[src/rtl/hartPkg.sv]
package hartPkg;

  // register width, fixed by the mstatus layout
  typedef logic [63:0] xlenT;

  typedef logic [11:0] csrAddrT;

  typedef logic [63:0] causeT;

  // debugger byte address
  typedef logic [15:0] dbgAddrT;

  typedef logic [1:0] axiRespT;

  localparam axiRespT RESP_OKAY = 2'b00;
  localparam axiRespT RESP_SLVERR = 2'b10;

  // machine CSR numbers
  localparam csrAddrT CSR_MSTATUS = 12'h300;
  localparam csrAddrT CSR_MTVEC = 12'h305;
  localparam csrAddrT CSR_MEPC = 12'h341;
  localparam csrAddrT CSR_MCAUSE = 12'h342;

  // mstatus interrupt enable bits
  localparam int MSTATUS_MIE = 3;
  localparam int MSTATUS_MPIE = 7;

  typedef enum logic {
    IDLE,
    REDIRECT
  } trapStateT;

endpackage
[src/rtl/dbgAxiSlave.sv]
module dbgAxiSlave
  import hartPkg::*;
#(
  parameter int regNum = 32,
  localparam int idxW = $clog2(regNum)
) (
  input  logic            clk,
  input  logic            rst,
  input  logic            awvalid,
  output logic            awready,
  input  dbgAddrT         awaddr,
  input  logic            wvalid,
  output logic            wready,
  input  xlenT            wdata,
  input  logic [7:0]      wstrb,
  output logic            bvalid,
  input  logic            bready,
  output axiRespT         bresp,
  input  logic            arvalid,
  output logic            arready,
  input  dbgAddrT         araddr,
  output logic            rvalid,
  input  logic            rready,
  output xlenT            rdata,
  output axiRespT         rresp,
  input  logic            coreGprBusy,
  input  logic            coreCsrBusy,
  output logic            gprWen,
  output logic [idxW-1:0] gprIdx,
  output logic            csrWen,
  output csrAddrT         csrAddr,
  output xlenT            wdataOut,
  input  xlenT            gprRdata,
  input  xlenT            csrRdata,
  input  logic            csrHit,
  output csrAddrT         csrRaddr
);

  logic rdAccept;
  logic wrAccept;
  logic coreBusy;
  logic rvalidNext;
  dbgAddrT lookAddr;
  logic lookIsCsr;
  logic [4:0] lookIdx;
  logic lookGprOk;
  logic lookOk;

  assign rdAccept = arvalid && arready;

  // one lookup path into both files, an accepted read owns it
  assign lookAddr = rdAccept ? araddr : awaddr;
  assign lookIsCsr = lookAddr[15];
  assign lookIdx = lookAddr[7:3];
  assign lookGprOk = (lookIdx < regNum);
  assign lookOk = lookIsCsr ? csrHit : lookGprOk;

  assign gprIdx = lookIdx[idxW-1:0];
  assign csrRaddr = lookAddr[14:3];

  // stall while the core drives the same kind of write port
  assign coreBusy = awaddr[15] ? coreCsrBusy : coreGprBusy;
  assign wrAccept = awvalid && wvalid && !bvalid && !rdAccept && !coreBusy;
  assign awready = wrAccept;
  assign wready = wrAccept;

  // wstrb ignored, full 64-bit writes only
  assign wdataOut = wdata;
  assign csrAddr = awaddr[14:3];
  assign gprWen = wrAccept && !lookIsCsr && lookGprOk;
  assign csrWen = wrAccept && lookIsCsr && csrHit;

  always_comb begin
    rvalidNext = rvalid;
    if (rdAccept) begin
      rvalidNext = 1'b1;
    end else if (rvalid && rready) begin
      rvalidNext = 1'b0;
    end
  end

  always_ff @(posedge clk) begin
    if (rst) begin
      bvalid <= 1'b0;
      rvalid <= 1'b0;
      arready <= 1'b0;
    end else begin
      if (wrAccept) begin
        bvalid <= 1'b1;
      end else if (bready) begin
        bvalid <= 1'b0;
      end
      rvalid <= rvalidNext;
      arready <= !rvalidNext;
    end
  end

  // response payload, held until the handshake
  always_ff @(posedge clk) begin
    if (wrAccept) begin
      bresp <= lookOk ? RESP_OKAY : RESP_SLVERR;
    end
    if (rdAccept) begin
      rresp <= lookOk ? RESP_OKAY : RESP_SLVERR;
      if (!lookOk) begin
        rdata <= '0;
      end else begin
        rdata <= lookIsCsr ? csrRdata : gprRdata;
      end
    end
  end

endmodule

[config.mk]
export PLATFORM = sky130hd
export DESIGN_NAME = dbgAxiSlave
export DESIGN_NICKNAME = d
export VERILOG_FILES = /design/src/rtl/hartPkg.sv /design/src/rtl/dbgAxiSlave.sv
export SDC_FILE = /design/constraint.sdc
export NUM_CORES = 1
export LEC_CHECK = 0
export BUFFER_PORTS_ARGS = -buffer_cell sky130_fd_sc_hd__buf_4
export CORE_AREA = 2 2 159 161
export CTS_CLUSTER_DIAMETER = 100
export DETAILED_ROUTE_END_ITERATION = 6
export DIE_AREA = 0 0 161 163
export GPL_ROUTABILITY_DRIVEN = 0
export PLACE_DENSITY = 0.55
export RECOVER_POWER = 50
export SLEW_MARGIN = 15
export SYNTH_ARGS = -nofsm -noshare
export SYNTH_HDL_FRONTEND = slang
export SYNTH_SLANG_ARGS = --single-unit
[constraint.sdc]
create_clock -name clk -period 2.65 [get_ports clk]
set_input_delay 0.3975 -clock clk [delete_from_list [all_inputs] [get_ports clk]]
set_output_delay 0.3975 -clock clk [all_outputs]
set_load 0.02 [all_outputs]
==> reports/qor.csv <==
stage,metric,value,unit
worst_setup_path,path_max_fanout,17,
yosys,synthCells,389,
power_and_ir_drop,vdd_drop_max,0.000332,V
worst_setup_path,critPathBufInv,2,
floorplanning,start_util,0.168,
power_and_ir_drop,leakagePower,2.79,nW
yosys,synth.avg_cell_area,10.6,µm²
yosys,synth_edf_count,66,
power_and_ir_drop,p_sw,889,µW
sta,relSlewSlack,0.483,
yosys,synth_compound_area_frac,0.00242,
sta,rsz0062_at_grt,false,
yosys,syn-cell-area,4140,µm²
cts,clk_pin_slew,0.06,ns
sta,fmax,488,MHz
yosys,synth_top_family_by_area,buffers and inverters,
sta,period_minus_slack,2.05,ns
power_and_ir_drop,comb_power_share,0.203,
drt,drtIter0Drc,155,
cts,cts_buffer_depth,2,
floorplanning,io_pins,410,
place,place_inst,891,
sta,slew_viol_final,0,
power_and_ir_drop,pwr-share-clk,0.396,
floorplanning,die-area,26200,µm²
global_routing,grt_max_degree,39,
yosys,async_flop_share,0,
cts,cts_tree,done,
yosys,synthMuxAreaShare,0.195,
global_routing,grt_overflow_total,0,
run_status,outcome,completed,
power_and_ir_drop,cellPowerDensity,544,nW/µm²
hold_path,hold_class,input port to register,
place,hpwlAfterDp,11900,µm
drt,dr.pass1.iters,4,
yosys,ys.flop_type,edfxtp_1,
global_routing,grt_pass1_wl,20700,µm
cts,cts_buffers,9,
yosys,yosysMostFrequentCell,buf_4,
cts,cts_hold_buf,0,
sta,hold_viol,0,
job,max-cap-violations,0,
sta,setup_tns,0,ns
power_and_ir_drop,p_int,2.32,mW
drt,drt-total-wl,15200,µm
yosys,synth-adder-area-share,0,
yosys,ys_ff_latch,69,
yosys,synthSimpleGateAreaFrac,0.0728,
worst_setup_path,required,2.72,ns
yosys,synth.top_cells.by_count,"buf_4, edfxtp_1, inv_1",
drt,final_antenna_net_count,0,
worst_setup_path,cp-end-kind,register,
power_and_ir_drop,power,3.21,mW
cts,htreeDepth,3,
floorplanning,rows,58,
sta,worst_slew_pin_slew,0.771,ns
layout,num-nets-final,814,
cts,cts_setup_buffers,0,
drt,num_vias,3149,
global_routing,antenna_found_initial,0,
sta,fin_skew,0.0105,ns
yosys,synth.distinct_cells,20,
yosys,yosys.area.top_type,edfxtp_1,
layout,drive_gt1_frac,0.381,
worst_setup_path,crit_family,buffers and inverters,
global_routing,grt_usage,0.110,
worst_setup_path,cp.arrival,2.12,ns
global_routing,first_global_vias,3122,
yosys,synth_xor_area_frac,0,
place,placed_cell_area,5910,µm²
layout,final_area,5900,µm²
floorplanning,die_y,163,µm
worst_setup_path,worstPathCellList,nand2_4 -> clkinvlp_2 -> buf_4,
floorplanning,core_area,24700,µm²
layout,n_antenna_cell,0,
floorplanning,die_w,161,µm
power_and_ir_drop,p_sw_frac,0.277,
sta,setup_viol,0,
yosys,ys_warn_count,0,
power_and_ir_drop,p_seq_frac,0.401,
worst_setup_path,critPathKind,register to register,
layout,fin_cells,907,
layout,area_growth,42.5,%
place,numPortBuffers,265,
layout,n_fill_cell,2730,
cts,cts_sinks,69,
yosys,synth_area_leaders,"edfxtp_1, buf_4, mux2i_1",
cts,clk_latency,0.34,ns
sta,fin_crit_sh,0.774,
drt,detail_route.vias_per_cell,3.47,
cts,cts_root_buffer,clkbuf_16,
drt,drc,0,
cts,cts_resized,0,
worst_setup_path,slowest_delay,0.71,ns
worst_setup_path,cp-start-kind,register,
yosys,yosysTopAreaCellShare,0.478,
worst_setup_path,crit_slowest_cell,clkinvlp_2,
yosys,ys_seq_area_frac,0.493,
drt,wire_per_inst,16.7,µm
==> flip-flops by register name, indices dropped and copies added, names as in the netlist <==
register	flops
arready	1
bresp	1
bvalid	1
rdata	64
rresp	1
rvalid	1
==> layer usage <==
metal  share of wire  track usage  routed length (µm)
met1            0.32        0.102                4910
met2            0.52        0.203                7910
met3            0.13       0.0565                1940
met4           0.026       0.0463                 396
met5               0            0                   0
==> worst paths after layout <==
| path | start | to | slack (ns) | cells after the start |
|---|---|---|---|---|
| min reg2reg | bvalid | bvalid | 0.49 | 2 |
| max | arready | rdata[46] | 0.60 | 3 |
| max reg2reg | arready | rdata[46] | 0.60 | 3 |
| min | rst | arready | 0.23 | 2 |
==> area by class of cell <==
class                   count  area, µm²  share of cell area
flip-flops and latches     69       2040               0.346
repair buffers            270       1770               0.300
multi-input cells         156       1130               0.191
well taps                 330        413              0.0699
inverters                  66        249              0.0422
clock buffers               9        225              0.0382
clock inverters             7       73.8              0.0125
==> through the flow <==
stage / utilization / hold slack, ns / setup WS [ns]
final: 0.239 / 0.234 / 0.599
after global routing: 0.239 / 0.220 / 0.332
after CTS: 0.252 / 0.211 / 0.589
after detailed placement: 0.239 / 0.488 / 0.689
after global placement: 0.239 / 0.478 / 0.697
after floorplan: - / 0.467 / 0.150
==> cell families (layout without fill, tap and decap cells) <==
family	Yosys count	count (layout)
flops	69	69
mux	78	78
simple gates	74	74
other cells	1	2
compound gates	2	2
buf+inv	165	352
==> cell usage in the layout, fill, tap and decap left out, drive strengths merged <==
cell type and count:
bufinv 1, nand2b 2, inv 66, mux2i 66
edfxtp 66, nor2 2, nor3b 1, nand2 66
conb 2, clkbuf 90, nor2b 1, clkinvlp 2
nand4 1, mux2 12, and2 1, buf 189
a21oi 2, clkinv 4, dfxtp 3
==> power by group through the flow <==
stage | clock network, mW | logic, mW | registers (mW)
5_1_grt | 1.36 | 0.707 | 1.29
3_5_place_dp | 0 | 0.714 | 1.31
2_1_floorplan | 0 | 0.431 | 1.38
4_1_cts | 1.35 | 0.715 | 1.29
3_3_place_gp | 0 | 0.709 | 1.31
6_report | 1.27 | 0.651 | 1.29
==> worst register-to-register path, stage by stage (launching register included) <==
cell and delay [ns]:
dfxtp_1 0.34, nand2_4 0.23, clkinvlp_2 0.71, buf_4 0.49
Note: power is estimated with default switching activity, not from simulation.
