===== config.mk =====
export PLATFORM = sky130hd
export DESIGN_NAME = gprFile
export DESIGN_NICKNAME = d
export VERILOG_FILES = /design/src/rtl/hartPkg.sv /design/src/rtl/gprFile.sv
export SDC_FILE = /design/constraint.sdc
export NUM_CORES = 2
export LEC_CHECK = 0
export ABC_AREA = 0
export BUFFER_PORTS_ARGS = -buffer_cell sky130_fd_sc_hd__buf_2
export CAP_MARGIN = 20
export CELL_PAD_IN_SITES_DETAIL_PLACEMENT = 0
export CELL_PAD_IN_SITES_GLOBAL_PLACEMENT = 1
export CORE_MARGIN = 2
export CORE_UTILIZATION = 55
export CTS_BUF_LIST = sky130_fd_sc_hd__clkbuf_16
export CTS_CLUSTER_SIZE = 40
export DETAILED_ROUTE_END_ITERATION = 16
export MAX_ROUTING_LAYER = met4
export PLACE_DENSITY_LB_ADDON = 0.1
export SLEW_MARGIN = 20
export SYNTH_ARGS = -nofsm -noshare
export SYNTH_HDL_FRONTEND = slang
export SYNTH_SLANG_ARGS = --single-unit
export TNS_END_PERCENT = 100

===== constraint.sdc =====
create_clock -name clk -period 6.65 [get_ports clk]
set_input_delay 0.665 -clock clk [delete_from_list [all_inputs] [get_ports clk]]
set_output_delay 0.665 -clock clk [all_outputs]
set_load 0.02 [all_outputs]

===== src/rtl/hartPkg.sv =====
package hartPkg;

  // register width, fixed by the mstatus layout
  typedef logic [63:0] xlenT;

  typedef logic [11:0] csrAddrT;

  typedef logic [63:0] causeT;

  // debugger byte address
  typedef logic [15:0] dbgAddrT;

  typedef logic [1:0] axiRespT;

  localparam axiRespT RESP_OKAY = 2'b00;
  localparam axiRespT RESP_SLVERR = 2'b10;

  // machine CSR numbers
  localparam csrAddrT CSR_MSTATUS = 12'h300;
  localparam csrAddrT CSR_MTVEC = 12'h305;
  localparam csrAddrT CSR_MEPC = 12'h341;
  localparam csrAddrT CSR_MCAUSE = 12'h342;

  // mstatus interrupt enable bits
  localparam int MSTATUS_MIE = 3;
  localparam int MSTATUS_MPIE = 7;

  typedef enum logic {
    IDLE,
    REDIRECT
  } trapStateT;

endpackage

===== src/rtl/gprFile.sv =====
module gprFile
  import hartPkg::*;
#(
  parameter int regNum = 32,
  localparam int idxW = $clog2(regNum)
) (
  input  logic            clk,
  input  logic            rst,
  input  logic            wen,
  input  logic [idxW-1:0] waddr,
  input  xlenT            wdata,
  input  logic [idxW-1:0] r1Addr,
  output xlenT            r1Data,
  input  logic [idxW-1:0] r2Addr,
  output xlenT            r2Data,
  input  logic [idxW-1:0] r3Addr,
  output xlenT            r3Data
);

  xlenT regs [regNum];

  // x0 is never written so it keeps its reset value
  always_ff @(posedge clk) begin
    if (rst) begin
      for (int i = 0; i < regNum; i++) begin
        regs[i] <= '0;
      end
    end else if (wen && waddr != '0) begin
      regs[waddr] <= wdata;
    end
  end

  assign r1Data = regs[r1Addr];
  assign r2Data = regs[r2Addr];

  // debug port
  assign r3Data = regs[r3Addr];

endmodule


==> impl_table.tex <==
\begin{tabular}{lr}
\hline
Metric & Value \\
\hline
\multicolumn{2}{l}{\textbf{Clocking}} \\
\quad Clock Path Buffers & 3 \\
\quad Cts-stage hold buffer count & 0 \\
\quad Post-CTS clock slew at the launch and capture registers of the worst setup and hold paths & about 0.06 ns \\
\quad Post-CTS setup repair buffer count & 0 \\
\quad Number of gates resized after CTS & 0 \\
\quad Cts bufs inserted & 223 \\
\quad Cell chosen for the clock root & sky130\_fd\_sc\_hd\_\_clkbuf\_16 \\
\quad Max H-tree Level & 4 \\
\quad Sink Count & 2048 \\
\quad Clock tree from TritonCTS & built \\
\multicolumn{2}{l}{\textbf{STA}} \\
\quad Final hold vios & 0 \\
\quad Least-Margin Pin Slew & 1.285 ns \\
\quad Setup violations, final & 0 \\
\quad Achievable Freq & about 220 MHz \\
\quad Portion of the clock cycle consumed by the worst path in the final layout & 69.66\% \\
\quad Post-layout minimum cycle time & 4.633 ns \\
\quad Max transition margin & 14.34\% \\
\quad Unrepaired setup endpoints after global routing & no \\
\quad Final total negative setup slack & 0 ns \\
\quad Worst setup slack after layout & 2.017 ns \\
\quad Number of pins with negative max-slew slack in the final report & 0 \\
\quad Final Hold Slack & 0.4005 ns \\
\multicolumn{2}{l}{\textbf{GRT}} \\
\quad Pin count of the biggest net entering global routing & between 100 and 150 \\
\quad Number of antenna violations at the first check in global routing & 73 \\
\quad Remaining global-route overflow & 0 \\
\quad Number of global-route vias before repair & 80.10k \\
\quad First-pass GRT wire length & 654500 µm \\
\quad Overall Global Routing Usage & 42.77\% \\
\multicolumn{2}{l}{\textbf{Run status}} \\
\quad Status & finished, final reports clean \\
\multicolumn{2}{l}{\textbf{Yosys}} \\
\quad Fraction of synthesis flops using an asynchronous set or reset pin & 0\% \\
\quad Library cell occupying the most area in the post-synthesis netlist & sky130\_fd\_sc\_hd\_\_edfxtp\_1 \\
\quad Combined area of all synthesized cells & 0.1244 mm² \\
\quad Number of enable flip-flop cells after synthesis & $\sim$2.0k \\
\quad Number of distinct library cells after synthesis & 36 \\
\quad Yosys Warn Count & 0 \\
\quad Flop and latch count out of synthesis & 2048 \\
\quad Area contributors post-synth & sky130\_fd\_sc\_hd\_\_edfxtp\_1, sky130\_fd\_sc\_hd\_\_mux4\_2, sky130\_fd\_sc\_hd\_\_and2\_1 \\
\quad Synth Area per Inst & around 16 µm² \\
\quad Share of the yosys chip area belonging to registers & 49.42\% \\
\quad Dominant register cell in the synthesized netlist & sky130\_fd\_sc\_hd\_\_edfxtp\_1 \\
\quad Cells after synthesis & approximately 7.6k \\
\quad Area share of the largest cell type after synthesis & 49.42\% \\
\multicolumn{2}{l}{\textbf{Worst hold path}} \\
\quad Capture endpoint of the worst hold path & regs[25][26] \\
\quad Worst hold path cell count & 2 \\
\quad Hold wc startpoint & wdata[26] \\
\quad Min-Delay Path Class & input port to flip-flop \\
\multicolumn{2}{l}{\textbf{Detailed routing}} \\
\quad Number of routed nets with antenna violations & 0 \\
\quad Average vias per placed instance & about 7.7 \\
\quad Topmost layer with routed signal wires & met4 \\
\quad Met1 wire length & 162100 µm \\
\quad Final wirelength & around 480000 µm \\
\quad Drt initial violations & between 15k and 20k \\
\quad DR WL/cell & about 44 µm \\
\quad DRC violations left & 0 \\
\quad Total vias in the final route & 82.39k \\
\quad Drt first pass iters & 9 \\
\quad DR WL met2 & 217000 µm \\
\quad Routed wl met3 & 69970 µm \\
\multicolumn{2}{l}{\textbf{Floorplanning}} \\
\quad Die width & around 480 µm \\
\quad Floorplan row count & 174 \\
\quad Starting density of the core & 55.33\% \\
\quad IO Count & 279 \\
\quad Area enclosed by the die boundary & 0.2301 mm² \\
\quad Core outline area & 0.2249 mm² \\
\quad Die outline height & 479.7 µm \\
\multicolumn{2}{l}{\textbf{Placed design}} \\
\quad Total cell area at the placement stage & about 0.13 mm² \\
\quad Number of I/O port buffers & 278 \\
\quad Placer's final routability congestion estimate & just over 0.9 \\
\quad Detailed-placement wirelength estimate & between 200000 and 300000 µm \\
\quad Setup WS pre-CTS & 2.147 ns \\
\multicolumn{2}{l}{\textbf{Setup path}} \\
\quad Buffers and inverters on the worst path & 3 \\
\quad Cell type group with the largest total delay on the critical path & buffers and inverters \\
\quad Sort of element at the end of the critical path & primary output \\
\quad Data required, critical path & approximately 6 ns \\
\quad Max stage delay on crit path & approximately 0.78 ns \\
\quad Worst Setup Path Type & input port to primary output \\
\quad Worst-path maximum fanout & 40 \\
\quad Slowest stage cell, crit path & sky130\_fd\_sc\_hd\_\_a211oi\_1 \\
\quad Arr. time, crit path & 3.97 ns \\
\quad Cells traversed along the worst timing path & buf\_6 > or2\_2 > buf\_4 > o22ai\_1 > a211oi\_1 > buf\_2 \\
\quad Type of origin of the critical path & input port \\
\multicolumn{2}{l}{\textbf{Pwr}} \\
\quad Internal power summed over all cells & 24750 µW \\
\quad Combinational fraction of design power & 16.4\% \\
\quad Power density over the cells & $\sim$250 mW/mm² \\
\quad Proportion of power drawn by flip-flops and latches & 45.8\% \\
\quad Switching power & $\sim$9100 µW \\
\quad Sw frac & 26.92\% \\
\quad Clk pwr share & a little under two fifths \\
\quad Leakage power & 0.04619 µW \\
\quad Maximum VDD drop & roughly 0.24 mV \\
\multicolumn{2}{l}{\textbf{Layout}} \\
\quad Share of cells above drive strength 1 & 37.16\% \\
\quad Number of nets at the end of the flow & about 7.6k \\
\quad Post-route standard cell area excluding fillers & between 0.1 and 0.15 mm² \\
\quad Max FFs per register & around 2.0k \\
\quad Synthesis-to-finish area growth & 9.620\% \\
\quad Top library cells by usage in the layout, fill and taps aside & sky130\_fd\_sc\_hd\_\_edfxtp\_1, sky130\_fd\_sc\_hd\_\_and2\_1, sky130\_fd\_sc\_hd\_\_mux4\_2, sky130\_fd\_sc\_hd\_\_mux2\_2, sky130\_fd\_sc\_hd\_\_mux2i\_1 \\
\quad Reg with most FFs & regs \\
\quad Top flop regs & regs x2048 \\
\quad Leading cell type in the layout, fill and taps excluded & sky130\_fd\_sc\_hd\_\_edfxtp\_1 \\
\multicolumn{2}{l}{\textbf{Flow run}} \\
\quad Max-capacitance violation count & 0 \\
\hline
\end{tabular}
==> routing by layer <==
metal / vias to the layer above / global-route usage [%]
met1: 43010 / 56.13
met4: 0 / 21.55
li1: 30390 / -
met5: - / -
met2: 7640 / 61.55
met3: 1351 / 11.99
==> synth_stat cells, types with 2 or more instances <==
cell type / instances
sky130_fd_sc_hd__o21ai_0: 41
sky130_fd_sc_hd__or3b_2: 2
sky130_fd_sc_hd__a21o_1: 8
sky130_fd_sc_hd__mux4_2: 1679
sky130_fd_sc_hd__nor2_1: 55
sky130_fd_sc_hd__nand3b_1: 3
sky130_fd_sc_hd__o22a_1: 12
sky130_fd_sc_hd__buf_2: 201
sky130_fd_sc_hd__mux2_2: 274
sky130_fd_sc_hd__a211oi_1: 32
sky130_fd_sc_hd__nand2_1: 5
sky130_fd_sc_hd__a221o_1: 16
sky130_fd_sc_hd__mux2i_1: 270
sky130_fd_sc_hd__and2_1: 1986
sky130_fd_sc_hd__or2_2: 33
sky130_fd_sc_hd__clkbuf_1: 588
sky130_fd_sc_hd__o22ai_1: 90
sky130_fd_sc_hd__a221oi_1: 61
sky130_fd_sc_hd__buf_6: 9
sky130_fd_sc_hd__buf_4: 46
sky130_fd_sc_hd__a21oi_1: 16
sky130_fd_sc_hd__nand2b_1: 6
sky130_fd_sc_hd__nor2b_1: 42
sky130_fd_sc_hd__edfxtp_1: 2048
sky130_fd_sc_hd__buf_1: 67
sky130_fd_sc_hd__o32a_1: 9
sky130_fd_sc_hd__a21boi_0: 16
sky130_fd_sc_hd__nand4bb_1: 2
==> layout make-up <==
type	count	area [µm²]
Sequential cell	2048	61500
Fill cell	16430	88480
Clock inverter	183	1605
Multi-Input combinational cell	4728	59630
Inverter	1	11.26
Tap cell	2992	3744
Clock buffer	230	5756
Antenna cell	83	207.7
Timing Repair Buffer	496	3953
==> power groups by stage <==
| stage | logic [µW] | clock network, µW | registers, µW |
|---|---|---|---|
| final | 5560 | 12800 | 15500 |
| after global routing | 5680 | 13300 | 15600 |
| after CTS | 5460 | 12800 | 15500 |
| after detailed placement | 5450 | 0 | 15700 |
| after global placement | 5420 | 0 | 15700 |
| after floorplan | 3620 | 0 | 15500 |
==> metrics by stage <==
step	utilization [%]	power, µW	std cells
floorplan	-	19120	7688
global placement	57.22	21110	10260
detailed placement	57.28	21190	10260
CTS	60.55	33750	10680
global route	60.61	34530	10720
finish	60.66	33870	10760
==> worst max-delay path by stage <==
stage / from / end / slack [ns] / cells after the start
global placement: r1Addr[0] / r1Data[28] / 2.19 / 7
detailed placement: rst / regs[26][45] / 2.15 / 6
floorplan: r1Addr[0] / r1Data[14] / 3.31 / 5
CTS: r1Addr[3] / r1Data[12] / 2.22 / 6
global route: r1Addr[0] / r1Data[4] / 2.06 / 7
finish: r1Addr[3] / r1Data[12] / 2.02 / 6
==> logic make-up after synthesis <==
family                 count (synthesis)  synth area share (%)
flip-flops                          2048                 49.42
buffers and inverters                912                 3.146
other                                  1              0.003014
AND/OR/NAND/NOR                     2140                 10.66
AO/OA/AOI/OAI                        301                 1.734
multiplexers                        2223                 35.04
No activity file was read; power rests on OpenSTA's default activity.
