--- src/rtl/hartPkg.sv ---
package hartPkg;

  // register width, fixed by the mstatus layout
  typedef logic [63:0] xlenT;

  typedef logic [11:0] csrAddrT;

  typedef logic [63:0] causeT;

  // debugger byte address
  typedef logic [15:0] dbgAddrT;

  typedef logic [1:0] axiRespT;

  localparam axiRespT RESP_OKAY = 2'b00;
  localparam axiRespT RESP_SLVERR = 2'b10;

  // machine CSR numbers
  localparam csrAddrT CSR_MSTATUS = 12'h300;
  localparam csrAddrT CSR_MTVEC = 12'h305;
  localparam csrAddrT CSR_MEPC = 12'h341;
  localparam csrAddrT CSR_MCAUSE = 12'h342;

  // mstatus interrupt enable bits
  localparam int MSTATUS_MIE = 3;
  localparam int MSTATUS_MPIE = 7;

  typedef enum logic {
    IDLE,
    REDIRECT
  } trapStateT;

endpackage
--- src/rtl/csrFile.sv ---
module csrFile
  import hartPkg::*;
(
  input  logic    clk,
  input  logic    rst,
  input  logic    wen,
  input  csrAddrT waddr,
  input  xlenT    wdata,
  input  csrAddrT raddr,
  output xlenT    rdata,
  input  csrAddrT dbgRaddr,
  output xlenT    dbgRdata,
  output logic    dbgHit,
  input  logic    trapTake,
  input  logic    mretTake,
  input  causeT   trapCause,
  input  xlenT    trapPc,
  output xlenT    mtvec,
  output xlenT    mepc
);

  xlenT mstatus;
  causeT mcause;
  xlenT mstatusNext;

  function automatic xlenT readCsr(input csrAddrT addr);
    xlenT value;
    case (addr)
      CSR_MSTATUS: value = mstatus;
      CSR_MTVEC:   value = mtvec;
      CSR_MEPC:    value = mepc;
      CSR_MCAUSE:  value = mcause;
      default:     value = '0;
    endcase
    return value;
  endfunction

  always_comb begin
    rdata = readCsr(raddr);
    dbgRdata = readCsr(dbgRaddr);
  end

  assign dbgHit = dbgRaddr inside {CSR_MSTATUS, CSR_MTVEC, CSR_MEPC, CSR_MCAUSE};

  // trap and mret bit moves land on top of a plain write
  always_comb begin
    mstatusNext = (wen && waddr == CSR_MSTATUS) ? wdata : mstatus;
    if (trapTake) begin
      mstatusNext[MSTATUS_MPIE] = mstatus[MSTATUS_MIE];
      mstatusNext[MSTATUS_MIE] = 1'b0;
    end else if (mretTake) begin
      mstatusNext[MSTATUS_MIE] = mstatus[MSTATUS_MPIE];
      mstatusNext[MSTATUS_MPIE] = 1'b1;
    end
  end

  always_ff @(posedge clk) begin
    if (rst) begin
      mstatus <= '0;
      mtvec <= '0;
      mepc <= '0;
      mcause <= '0;
    end else begin
      mstatus <= mstatusNext;
      // mode bits are stored but the base is all that is used
      if (wen && waddr == CSR_MTVEC) begin
        mtvec <= wdata;
      end
      if (trapTake) begin
        mepc <= trapPc;
        mcause <= trapCause;
      end else begin
        if (wen && waddr == CSR_MEPC) begin
          mepc <= wdata;
        end
        if (wen && waddr == CSR_MCAUSE) begin
          mcause <= wdata;
        end
      end
    end
  end

endmodule

--- config.mk ---
export PLATFORM = sky130hd
export DESIGN_NAME = csrFile
export DESIGN_NICKNAME = d
export VERILOG_FILES = /design/src/rtl/hartPkg.sv /design/src/rtl/csrFile.sv
export SDC_FILE = /design/constraint.sdc
export NUM_CORES = 1
export LEC_CHECK = 0
export BUFFER_PORTS_ARGS = -buffer_cell sky130_fd_sc_hd__buf_2
export CELL_PAD_IN_SITES_DETAIL_PLACEMENT = 1
export CELL_PAD_IN_SITES_GLOBAL_PLACEMENT = 1
export CORE_MARGIN = 2
export CORE_UTILIZATION = 25
export CTS_CLUSTER_DIAMETER = 200
export DETAILED_ROUTE_END_ITERATION = 16
export PLACE_DENSITY = 0.71
export SLEW_MARGIN = 20
export SYNTH_ARGS = -nofsm -noshare
export SYNTH_HDL_FRONTEND = slang
export SYNTH_SLANG_ARGS = --single-unit
--- constraint.sdc ---
create_clock -name clk -period 5.2 [get_ports clk]
set_clock_uncertainty 0.2 [all_clocks]
set_input_delay 1.56 -clock clk [delete_from_list [all_inputs] [get_ports clk]]
set_output_delay 1.56 -clock clk [all_outputs]
set_load 0.05 [all_outputs]
==> metrics.txt <==
# TYPE chip_impl_metric gauge
chip_impl_metric{name="post_cts_buffers",unit=""} 0
chip_impl_metric{name="path_max_fanout",unit=""} 15
chip_impl_metric{name="drc",unit=""} 0
chip_impl_metric{name="cts_buffer_depth",unit=""} 3
chip_impl_metric{name="num_vias",unit=""} 14900
chip_impl_metric{name="worstSkewPairLatency",unit="ps"} 580
chip_impl_metric{name="maxSlewViolCount",unit=""} 0
chip_impl_metric{name="number_of_sinks_on_the_clock_net",unit=""} 256
chip_impl_metric{name="met2RoutedLength",unit="um"} 32500
chip_impl_info{name="outcome",value="completed"} 1
chip_impl_metric{name="p_sw_share",unit="%"} 26.9
chip_impl_metric{name="synth_largest_type_area_fraction",unit="%"} 39.7
chip_impl_metric{name="timing.critical_path.arrival",unit="ps"} 3430
chip_impl_info{name="postSynth.topFlopCell",value="dfxtp_1"} 1
chip_impl_metric{name="h-tree-depth",unit=""} 1
chip_impl_info{name="setup.worst_path.class",value="in -> out"} 1
chip_impl_metric{name="first_iter_violations",unit=""} 1193
chip_impl_metric{name="timing.hold.ws",unit="ps"} 270
chip_impl_metric{name="hold_violations_final",unit=""} 0
chip_impl_metric{name="cpPeakStageDelay",unit="ps"} 420
chip_impl_metric{name="placed_area",unit="um^2"} 17100
chip_impl_metric{name="std_cell_rows",unit=""} 83
chip_impl_metric{name="p_total",unit="mW"} 4.90
chip_impl_metric{name="switching_power_total",unit="mW"} 1.32
chip_impl_metric{name="met3_wl_post_dr",unit="um"} 5150
chip_impl_metric{name="netlist_instances",unit=""} 1462
chip_impl_metric{name="grt_antenna_before_repair",unit=""} 12
chip_impl_info{name="setup.worst_path.start",value="raddr[5]"} 1
chip_impl_info{name="cts_tree",value="done"} 1
chip_impl_metric{name="synth-async-reset-ratio",unit="%"} 0
chip_impl_metric{name="maximum_number_of_pins_on_one_net_before_global_route_repair",unit=""} 78
chip_impl_metric{name="power_frac_seq",unit="%"} 42.5
chip_impl_metric{name="viasPerCell",unit=""} 5.75
chip_impl_metric{name="layout-area-overhead-vs-synth",unit="%"} 43.4
chip_impl_info{name="yosys-top-cells-area",value="dfxtp_1 (40%), a22oi_1 (15%), a221o_1 (9.9%), and2_1 (6.2%), mux2i_1 (5.2%)"} 1
chip_impl_metric{name="pwr_density_cell",unit="nW/um^2"} 264
chip_impl_info{name="critical_path.reg2reg.startpoint",value="mstatus[3]"} 1
chip_impl_info{name="yosysTopAreaCell",value="dfxtp_1"} 1
chip_impl_metric{name="synthesis.area",unit="um^2"} 12900
chip_impl_metric{name="detail_route.first_pass.iterations",unit=""} 5
chip_impl_info{name="setup_repair_after_global_routing_missed_its_margin",value="yes"} 1
chip_impl_metric{name="count_of_flip_flops_with_a_built_in_enable_after_synthesis",unit=""} 0
chip_impl_metric{name="fmaxAchievable",unit="MHz"} 193
chip_impl_metric{name="yosys.cell_types.count",unit=""} 43
chip_impl_metric{name="syn_area_per_cell",unit="um^2"} 8.84
chip_impl_info{name="hold_path_startpoint",value="mstatus[50]"} 1
chip_impl_metric{name="layout-drive-gt1-share",unit="%"} 39.3
chip_impl_metric{name="clk_pin_slew",unit="ps"} 50
chip_impl_metric{name="cp_data_required_time",unit="ps"} 3440
chip_impl_metric{name="synth_sequential_area_ratio",unit="%"} 39.7
chip_impl_metric{name="initial_core_util",unit="%"} 25.2
chip_impl_metric{name="postLayoutCellArea",unit="um^2"} 18500
chip_impl_metric{name="total_die_area",unit="um^2"} 53500
chip_impl_metric{name="finalCoreUtilization",unit="%"} 36.2
chip_impl_metric{name="max_capacitance_violation_total",unit=""} 0
chip_impl_metric{name="die_height",unit="um"} 231
chip_impl_metric{name="drt-wirelength-per-cell",unit="um"} 26.5
chip_impl_metric{name="synth_seq_cells",unit=""} 256
chip_impl_metric{name="gp_routability_congestion",unit=""} 0.867
chip_impl_metric{name="setup_viol",unit=""} 0
chip_impl_info{name="worst_setup_path_end_kind",value="output pin"} 1
chip_impl_metric{name="width_of_the_die",unit="um"} 231
chip_impl_metric{name="first_global_vias",unit=""} 15300
chip_impl_metric{name="worst_pin_slew",unit="ps"} 888
chip_impl_metric{name="design.portCount",unit=""} 490
chip_impl_metric{name="remaining_number_of_nets_flagged_by_the_antenna_check_after_routing",unit=""} 0
chip_impl_metric{name="worst_slew_margin_rel",unit="%"} 40.8
chip_impl_metric{name="nNetsFinal",unit=""} 2114
chip_impl_metric{name="power.leakage",unit="nW"} 7.14
chip_impl_info{name="yosys-top-cells-count",value="a22oi_1 (256), dfxtp_1 (256), and2_1 (129)"} 1
chip_impl_metric{name="place.detailed.hpwl",unit="um"} 46800
chip_impl_metric{name="detail_route.wirelength",unit="um"} 68800
chip_impl_metric{name="pre_cts_slack",unit="ps"} -123
chip_impl_metric{name="gr-total-overflow",unit=""} 0
chip_impl_metric{name="m1WireLength",unit="um"} 28100
chip_impl_info{name="worst_path_max_delay_cell",value="or3_1"} 1
chip_impl_metric{name="synth_nets",unit=""} 1695
chip_impl_info{name="timing.hold.worst.class",value="reg -> reg"} 1
chip_impl_metric{name="final_critical_path_setup_slack",unit="ps"} 5.25
chip_impl_metric{name="period_minus_slack",unit="ps"} 5190
chip_impl_info{name="timing.critical_path.from_type",value="input pin"} 1
chip_impl_info{name="cts-root-buf",value="clkbuf_16"} 1
chip_impl_metric{name="groute.usage.overall",unit="%"} 24.2
chip_impl_metric{name="clock_power_share",unit="%"} 45.8
chip_impl_metric{name="grt_first_pass_wirelength",unit="um"} 99700
chip_impl_metric{name="vdd_ir_drop_max",unit="uV"} 199
chip_impl_metric{name="synth.yosys.warnings",unit=""} 0
chip_impl_metric{name="fillCellCount",unit=""} 5967
chip_impl_metric{name="share_comb_of_total_power",unit="%"} 11.6
chip_impl_metric{name="number_of_buffers_created_by_cts",unit=""} 31
chip_impl_metric{name="p_int",unit="mW"} 3.58
chip_impl_info{name="worstPathCellList",value="buf_2 -> or3_1 -> or3b_4 -> or2_4 -> buf_12 -> o22ai_2 -> buf_6"} 1
chip_impl_info{name="maxUsedRoutingLayer",value="met5"} 1
chip_impl_metric{name="finalCritPeriodShare",unit="%"} 99.9
chip_impl_metric{name="io_buffers",unit=""} 489
chip_impl_metric{name="core-area",unit="um^2"} 51200
==> logic make-up after synthesis <==
group / share of synthesized area [%]
AOI/OAI and AO/OA: 34.4
xor gates and xnor gates: 0.0678
and+or+nand+nor: 15.3
DFF: 39.7
buffers and inverters: 5.39
muxes: 5.19
==> path summary, 6_finish.rpt <==
kind	end	slack (ps)	cells past startpoint
max	rdata[28]	5	7
min	mstatus[50]	270	2
max reg2reg	mstatus[7]	4020	4
min reg2reg	mstatus[50]	270	2
==> state kept, by name (all words and copies together), names as in the netlist <==
| register | flops |
|---|---|
| mstatus | 64 |
| mtvec | 64 |
| mepc | 64 |
| mcause | 64 |
==> worst max-delay path: cells and delay by family <==
kind | cells | cell delay, ps
buffers and inverters | 3 | 490
AO/OA/AOI/OAI | 1 | 210
AND/OR/NAND/NOR | 3 | 1140
==> power groups by stage <==
stage | combinational [mW] | sequential (mW) | clock, mW
2_1_floorplan | 0.197 | 2.21 | 0
3_3_place_gp | 0.557 | 2.12 | 0
3_5_place_dp | 0.563 | 2.12 | 0
4_1_cts | 0.566 | 2.08 | 2.30
5_1_grt | 0.599 | 2.09 | 2.37
6_report | 0.570 | 2.08 | 2.25
==> cell type report <==
class                           count  area (um^2)  area share, %
Clock buffer                       45          918           4.96
Antenna cell                       11         27.5          0.149
Timing Repair Buffer              548         3590           19.4
Multi-Input combinational cell   1041         7860           42.4
Tap cell                          680          851           4.59
Clock inverter                     12          140          0.756
Inverter                            3         11.3         0.0608
Sequential cell                   256         5120           27.7
==> timing repair <==
action                                 CTS  global route
setup endpoints to repair               60            50
hold buffers                             0             0
gates cloned                             2             2
gates resized for setup                 51            31
pin swaps                                1             2
endpoints found under the hold margin    0             0
==> cells in the final DEF (no fill, tap or decap), drive strengths merged, types with 7 or more instances in the layout <==
cell | Yosys | layout
clkinv | 0 | 7
buf | 36 | 533
nand2 | 120 | 120
and2 | 129 | 129
diode | 0 | 11
a22oi | 256 | 256
o22a | 34 | 34
mux2i | 67 | 67
clkbuf | 126 | 60
nor3 | 7 | 7
o22ai | 94 | 94
nor2 | 104 | 104
a221o | 128 | 128
dfxtp | 256 | 256
a21oi | 62 | 62
==> per-stage QoR <==
| stage | std cells | setup TNS, ps |
|---|---|---|
| floorplan | 1462 | -4350 |
| detailed placement | 2524 | -3280 |
| global placement | 2524 | -2090 |
| finish | 2596 | 0 |
| CTS | 2583 | 0 |
| global route | 2594 | -42.6 |
==> layer usage <==
metal / track usage [%] / vias to the layer above
met5: 0 / -
met4: 10.6 / 4
met3: 4.22 / 169
met2: 40.8 / 824
met1: 30.3 / 7471
li1: - / 6471
Power figures use the tool's default switching activity.
