### src/rtl/hartPkg.sv
package hartPkg;

  // register width, fixed by the mstatus layout
  typedef logic [63:0] xlenT;

  typedef logic [11:0] csrAddrT;

  typedef logic [63:0] causeT;

  // debugger byte address
  typedef logic [15:0] dbgAddrT;

  typedef logic [1:0] axiRespT;

  localparam axiRespT RESP_OKAY = 2'b00;
  localparam axiRespT RESP_SLVERR = 2'b10;

  // machine CSR numbers
  localparam csrAddrT CSR_MSTATUS = 12'h300;
  localparam csrAddrT CSR_MTVEC = 12'h305;
  localparam csrAddrT CSR_MEPC = 12'h341;
  localparam csrAddrT CSR_MCAUSE = 12'h342;

  // mstatus interrupt enable bits
  localparam int MSTATUS_MIE = 3;
  localparam int MSTATUS_MPIE = 7;

  typedef enum logic {
    IDLE,
    REDIRECT
  } trapStateT;

endpackage
### src/rtl/trapCtrl.sv
module trapCtrl
  import hartPkg::*;
(
  input  logic clk,
  input  logic rst,
  input  logic trapReq,
  input  logic mretReq,
  input  xlenT mtvec,
  input  xlenT mepc,
  output logic trapTake,
  output logic mretTake,
  output logic redirectValid,
  output xlenT redirectPc
);

  trapStateT state;
  trapStateT stateNext;

  // a trap shadows an mret in the same cycle
  assign trapTake = trapReq;
  assign mretTake = mretReq && !trapReq;

  always_comb begin
    stateNext = state;
    case (state)
      IDLE: begin
        if (trapTake || mretTake) begin
          stateNext = REDIRECT;
        end
      end
      REDIRECT: begin
        // back to back requests keep the redirect going
        if (!(trapTake || mretTake)) begin
          stateNext = IDLE;
        end
      end
      default: stateNext = IDLE;
    endcase
  end

  always_ff @(posedge clk) begin
    if (rst) begin
      state <= IDLE;
    end else begin
      state <= stateNext;
    end
  end

  // direct mode only, base is mtvec with the mode bits cleared
  always_ff @(posedge clk) begin
    if (trapTake) begin
      redirectPc <= {mtvec[63:2], 2'b00};
    end else if (mretTake) begin
      redirectPc <= mepc;
    end
  end

  assign redirectValid = (state == REDIRECT);

endmodule

### config.mk
export PLATFORM = sky130hd
export DESIGN_NAME = trapCtrl
export DESIGN_NICKNAME = d
export VERILOG_FILES = /design/src/rtl/hartPkg.sv /design/src/rtl/trapCtrl.sv
export SDC_FILE = /design/constraint.sdc
export NUM_CORES = 1
export LEC_CHECK = 0
export ABC_AREA = 1
export BUFFER_PORTS_ARGS = -buffer_cell sky130_fd_sc_hd__buf_4
export CAP_MARGIN = 30
export CORE_MARGIN = 1
export CORE_UTILIZATION = 41
export DETAILED_ROUTE_END_ITERATION = 8
export GPL_ROUTABILITY_DRIVEN = 0
export GPL_TIMING_DRIVEN = 0
export HOLD_SLACK_MARGIN = 0.06
export PLACE_DENSITY = 0.8
export SYNTH_ARGS = -nofsm -noshare
export SYNTH_HDL_FRONTEND = slang
export SYNTH_SLANG_ARGS = --single-unit
### constraint.sdc
create_clock -name clk -period 2.6 [get_ports clk]
set_input_delay 0.52 -clock clk [delete_from_list [all_inputs] [get_ports clk]]
set_output_delay 0.52 -clock clk [all_outputs]
set_load 0.005 [all_outputs]
==> impl_results.md, run 1 <==
* Largest net degree at the start of global routing at 35
* Die area at 7350 um2
* GR peak layer: met2
* Hold Crit Class: in2reg
* Drt total wl at around 8.0 mm
* Starting Density at 42.3%
* Total power at 2.72 mW
* Post-Syn Area at 2880 um2
* Initial drt markers at 128
* CTS H-tree lvls at 3
* Final HPWL DP at slightly above 6 mm
* Critical path's largest stage delay at between 150 and 200 ps
* Final layout net count at 623
* Fin crit period at approximately 1700 ps
* Distinct cells, synth at 9
* Routed vias at ~2800
* Worst Path Buf+Inv at 4
* Post-Route Skew at 0 ps
* FMAX at between 500 and 600 MHz
* Post-Synthesis Cells at 284
* Beginning of the worst hold path: rst
* Post-synth ARST share at 0%
* Area share of the largest cell type after synthesis at 64.8%
* Final period utilization at 66.6%
* I/O Pins at 199
* Pwr Density at 580 nW/um2
* Die width at 85.7 um
* Clock-pin slew on the worst setup and hold paths at 70 ps
* Final Hold Vio Count at 0
* Initial antenna violation count at 0
* WS Path Type: in2out
* Cells on Worst Hold Path at 2
* Vias in the first global route at 2661
* Die height at approximately 86 um
* Post-synth top cells: nand2_1 (128), nand3_1 (64), edfxtp_1 (62)
* R2R Path Start: redirectPc[0]
* Core ar. at roughly 6800 um2
* Cell row count at 30
* Critical path depth at 5
* Synth top area cells: edfxtp_1 (65%), nand2_1 (17%), nand3_1 (11%)
* Post-CTS setup buffers at 0
* RSZ-0062 raised after global routing: false
* Critical Path Sink Type: output port
* Total negative slack at 0 ps
* Sequential area share after synthesis at between 60% and 70%
* Count of input and output buffers at 195
* Worst EP arrival at 1210 ps
* Worst Max-Slew Pin Slew at 663 ps
* Mean Syn Cell Area at around 10 um2
* Finish-stage setup viols at 0
* GR Layer Usage met2 at 38.7%
* Worst rel slew slack at 55.7%
* Post-layout util at roughly 69%
* Crit-path cells: buf_4 > buf_4 > buf_4 > nor2_1 > buf_4
* Delay-heaviest family, CP: buffers and inverters
* Leading area contributor after synthesis: edfxtp_1
* Number of flops mapped to enable cells by yosys at 62
* CTS sink count at 65
* Most common cell in the netlist: nand2_1
* Share of layout cells above drive strength 1 at between 40% and 50%
* Grt total ovfl at 0
* Area growth syn-to-layout at 63.1%
* R2r endpoint: redirectPc[0]
* Post-DR vias/cell at ~4.7
* Slowest stage cell, crit path: buf_4
* Drt pass-1 iters at 4
* DR WL/cell at approximately 13 um
* Antenna-violating nets left at 0
* Synth Flop Type: edfxtp_1
* Post-synthesis register bit count at 65
* Clk_lat worst skew at 330 ps
* Remaining DRCs at 0
* Total number of yosys warnings at 0
* Slew Limit Fails at 0
* CTS max path bufs at 2
* Met3 usage in global routing at 5.39%
* Synthesized Nets at roughly 420
* PostCTS Resize Cnt at 0
* Worst vdd ir at 288 uV
* Reg2reg path depth at 2
* Worst Path Required at 2080 ps
* Diode count at 0
* CTS buffer count at 9
* Reg2Reg Setup Slack at roughly 2100 ps
* Leakage at ~2.4 nW
* Root buffer cell: clkbuf_8
* Total GRT Usage at 21.6%
* Maxcap violations at 0
* Hold EP: redirectValid
* Status: finished clean
* CTS tree: yes
* Met1 Track Usage GR at between 20% and 30%
* Critical Path Start Type: primary input
* Cts hold-fix bufs at 0
* First-pass GRT wire length at roughly 12 mm
* Most used cell, CP: buf_4
* Crit Path Max Fanout at 10
-- routing by layer --
layer	wire length, um	share of wire (%)
met2	4230	53
met1	2960	37
met5	0	0
met3	586	7.4
met4	188	2.4
-- cells in the final DEF, fill, tap and decap left out --
cell        instances
nand3_1            64
inv_1               1
clkinv_2            3
clkinvlp_4          1
nand2_1           128
clkbuf_8            9
bufinv_16           2
dfxtp_1             3
clkbuf_1            1
buf_12              1
buf_2              11
inv_2               2
buf_4             205
edfxtp_1           62
nor2_1              3
-- metrics by stage --
| step | std cells | hold slack, ps | area, um2 | worst slack, ps |
|---|---|---|---|---|
| 2_1_floorplan | 284 | 442 | 2880 | 241 |
| 3_3_place_gp | 575 | 434 | 4460 | -415 |
| 3_5_place_dp | 576 | 439 | 4480 | 539 |
| 4_1_cts | 592 | 323 | 4690 | 860 |
| 5_1_grt | 592 | 327 | 4690 | 801 |
| 6_report | 592 | 340 | 4690 | 868 |
-- how the worst max path moves through the flow --
stage	start	to	slack [ps]
final	trapReq	mretTake	870
after global routing	trapReq	mretTake	800
after CTS	trapReq	mretTake	860
after detailed placement	trapReq	redirectPc[51]	540
after global placement	trapReq	redirectPc[51]	-410
after floorplan	mretReq	redirectPc[10]	240
-- area by class of cell --
class	instances	area, um2
plain buffers	21	130
multi-input cells	195	812
flip-flops and latches	65	1920
fillers	548	2100
well taps	96	120
inverters	3	11.3
clock inverters	6	82.6
repair buffers	196	1480
clock buffers	10	128
-- registers in the layout (all words and copies together) (netlist names) --
register	count
redirectValid	1
redirectPc	64
-- worst register-to-register path, cell delays in order, from the launching register on --
cell and delay (ps):
dfxtp_1 310, nand2_1 60, nand2_1 40
-- logic make-up after synthesis --
kind of cell / share of synthesized area [%]
AND/OR/NAND/NOR: 28.2
flip-flops: 66.8
buffers and inverters: 4.92
-- power by group --
part / internal (mW) / leakage [nW] / switching [mW]
clock network: 0.535 / 0.106 / 0.383
logic: 0.299 / 1.60 / 0.198
registers: 1.27 / 0.673 / 0.0301
Note: power is estimated with default switching activity, not from simulation.
==> run 2: changes to the inputs <==
==> constraint.sdc (replaced) <==
create_clock -name clk -period 1.8 [get_ports clk]
set_input_delay 0.36 -clock clk [delete_from_list [all_inputs] [get_ports clk]]
set_output_delay 0.36 -clock clk [all_outputs]
set_load 0.005 [all_outputs]
==> impl_results.md, run 2 (same netlist as run 1, synthesis figures left out) <==
* Pwr Density at 778 nW/um2 (+34%)
* PostCTS Resize Cnt at 0 (unchanged)
* Crit Path Max Fanout at 34 (+24)
* Largest net degree at the start of global routing at 35 (unchanged)
* Die area at 7350 um2 (unchanged)
* Placed Area at 4510 um2 (+0.61%)
* Worst EP arrival at 1760 ps (+550 ps)
* Starting Density at 42.3% (unchanged)
* Int Pwr at 2.75 mW (+31%)
* P_sw at 872 uW (+43%)
* Drt total wl at 8.15 mm (+2.3%)
* Worst Path Required at 1880 ps (-200 ps)
* Grt total ovfl at 0 (unchanged)
* Worst slack, placed at -256 ps (-795 ps)
* DR WL/cell at 13.8 um (+2.5%)
* Leakage at 2.36 nW (-0.78%)
* Final period utilization at 93.5%
* Final non-filler cell total at 591 (-0.17%)
* Total GRT Usage at 23.0% (+1.3 points)
* Clk_lat worst skew at 330 ps (about the same)
* Clock-pin slew on the worst setup and hold paths at 60 ps (about the same)
* Post-CTS setup buffers at 0 (unchanged)
* Final Hold Vio Count at 0 (unchanged)
* I/O Pins at 199 (unchanged)
* Commonest non-fill, non-tap cell in the layout: buf_4
* Die width at 85.7 um (unchanged)
* Status: finished clean
* CTS max path bufs at 2 (unchanged)
* Count of input and output buffers at 195 (unchanged)
* Fin worst setup slack at 118 ps (-751 ps)
* Hold Crit Class: in2reg
* Diode count at 0 (unchanged)
* Worst-case hold slack at 172 ps (-168 ps)
* Final layout net count at 623 (unchanged)
* Initial antenna violation count at 0 (unchanged)
* CTS tree: yes
* Fin crit period at 1680 ps
* CTS sink count at 65 (unchanged)
* Root buffer cell: clkbuf_8
* Comb pwr share at 20.1% (+1.8 points)
* Sw frac at 24.1% (+1.6 points)
* Share of layout cells above drive strength 1 at 47.1% (-0.11 points)
* Largest Register: redirectPc
* Drt pass-1 iters at 5 (+1)
* Reg power frac at 51.9% (+4.0 points)
* Cts hold-fix bufs at 0 (unchanged)
* Maxcap violations at 0 (unchanged)
* WS Path Type: in2reg
* FMAX at just under 600 MHz
* Antenna-violating nets left at 0 (unchanged)
* Power share of the clock group at 28.0% (-5.8 points)
* First-pass GRT wire length at 12.9 mm (+6.2%)
* Slew Limit Fails at 0 (unchanged)
* Post-Route Skew at 0 ps (unchanged)
* Worst Max-Slew Pin Slew at 652 ps (-11.4 ps)
* Design area at 4660 um2 (-0.67%)
* Inst Count DP at 576 (unchanged)
* Vias in the first global route at 2788 (+4.8%)
* CTS buffer count at 9 (unchanged)
* CTS H-tree lvls at 3 (unchanged)
* Final HPWL DP at 6.22 mm (+1.9%)
* Worst rel slew slack at 56.5% (+0.73 points)
* Area growth syn-to-layout at 62.0%
* Post-DR vias/cell at 4.73 (about the same)
* Commonest cells after routing, fill and taps aside: buf_4 (203), nand2_1 (128), nand3_1 (64)
* Critical Path Sink Type: flop
* Number of flip-flops in the largest register at 64 (unchanged)
* Initial drt markers at 91 (-29%)
* Worst vdd ir at 359 uV (+25%)
* Total negative slack at 0 ps (unchanged)
* Critical Path Start Type: primary input
* Remaining DRCs at 0 (unchanged)
* Core ar. at 6790 um2 (unchanged)
* RSZ-0062 raised after global routing: false
* Routed vias at 2796 (-0.071%)
* Cell row count at 30 (unchanged)
* Die height at 85.7 um (unchanged)
* Finish-stage setup viols at 0 (unchanged)
-- run 2: cell count changes in the layout (fill, tap and decap cells not counted), sizes merged --
cell	before	now
clkinv	3	5
bufinv	2	0
inv	3	2
-- run 2: cell type report --
cell class                 instances  area [um2]
buffer                            21         146
clock buffer                      10         128
clock inverter                     5        23.8
fill                             532        2140
inverter                           3        15.0
multi-input combinational        195         820
sequential                        65        1920
tap                               96         120
timing repair buffer             196        1480
-- run 2: worst max-delay path, cell delays in order --
cell	delay, ps
buf_4	120
buf_6	140
nor2_4	140
clkinvlp_4	550
buf_12	410
-- run 2: worst paths after layout --
kind,cells past startpoint,from,slack [ps],endpoint
min,2,rst,170,redirectValid
min reg2reg,2,redirectPc[1],460,redirectPc[1]
max reg2reg,2,redirectPc[0],1270,redirectPc[0]
max,5,trapReq,120,redirectPc[55]
-- run 2: layer usage --
layer	share of wire, %	track usage [%]	vias up
met3	7.8	5.87	27
met1	38	25.7	1246
li1	-	-	1379
met5	0	0	-
met4	3.4	13.5	0
met2	51	39.6	144
-- run 2: per-stage QoR --
stage	power, mW	util [%]
after floorplan	2.13	-
final	3.63	68.6
after global placement	2.62	66.0
after detailed placement	2.65	66.3
after global routing	3.78	68.6
after CTS	3.65	68.6
-- run 2: power groups by stage --
stage	Combinational [mW]	Clock [mW]	Sequential, mW
after detailed placement	0.732	0	1.92
after floorplan	0.190	0	1.94
after CTS	0.733	1.03	1.88
after global placement	0.710	0	1.91
after global routing	0.794	1.09	1.89
final	0.728	1.02	1.88
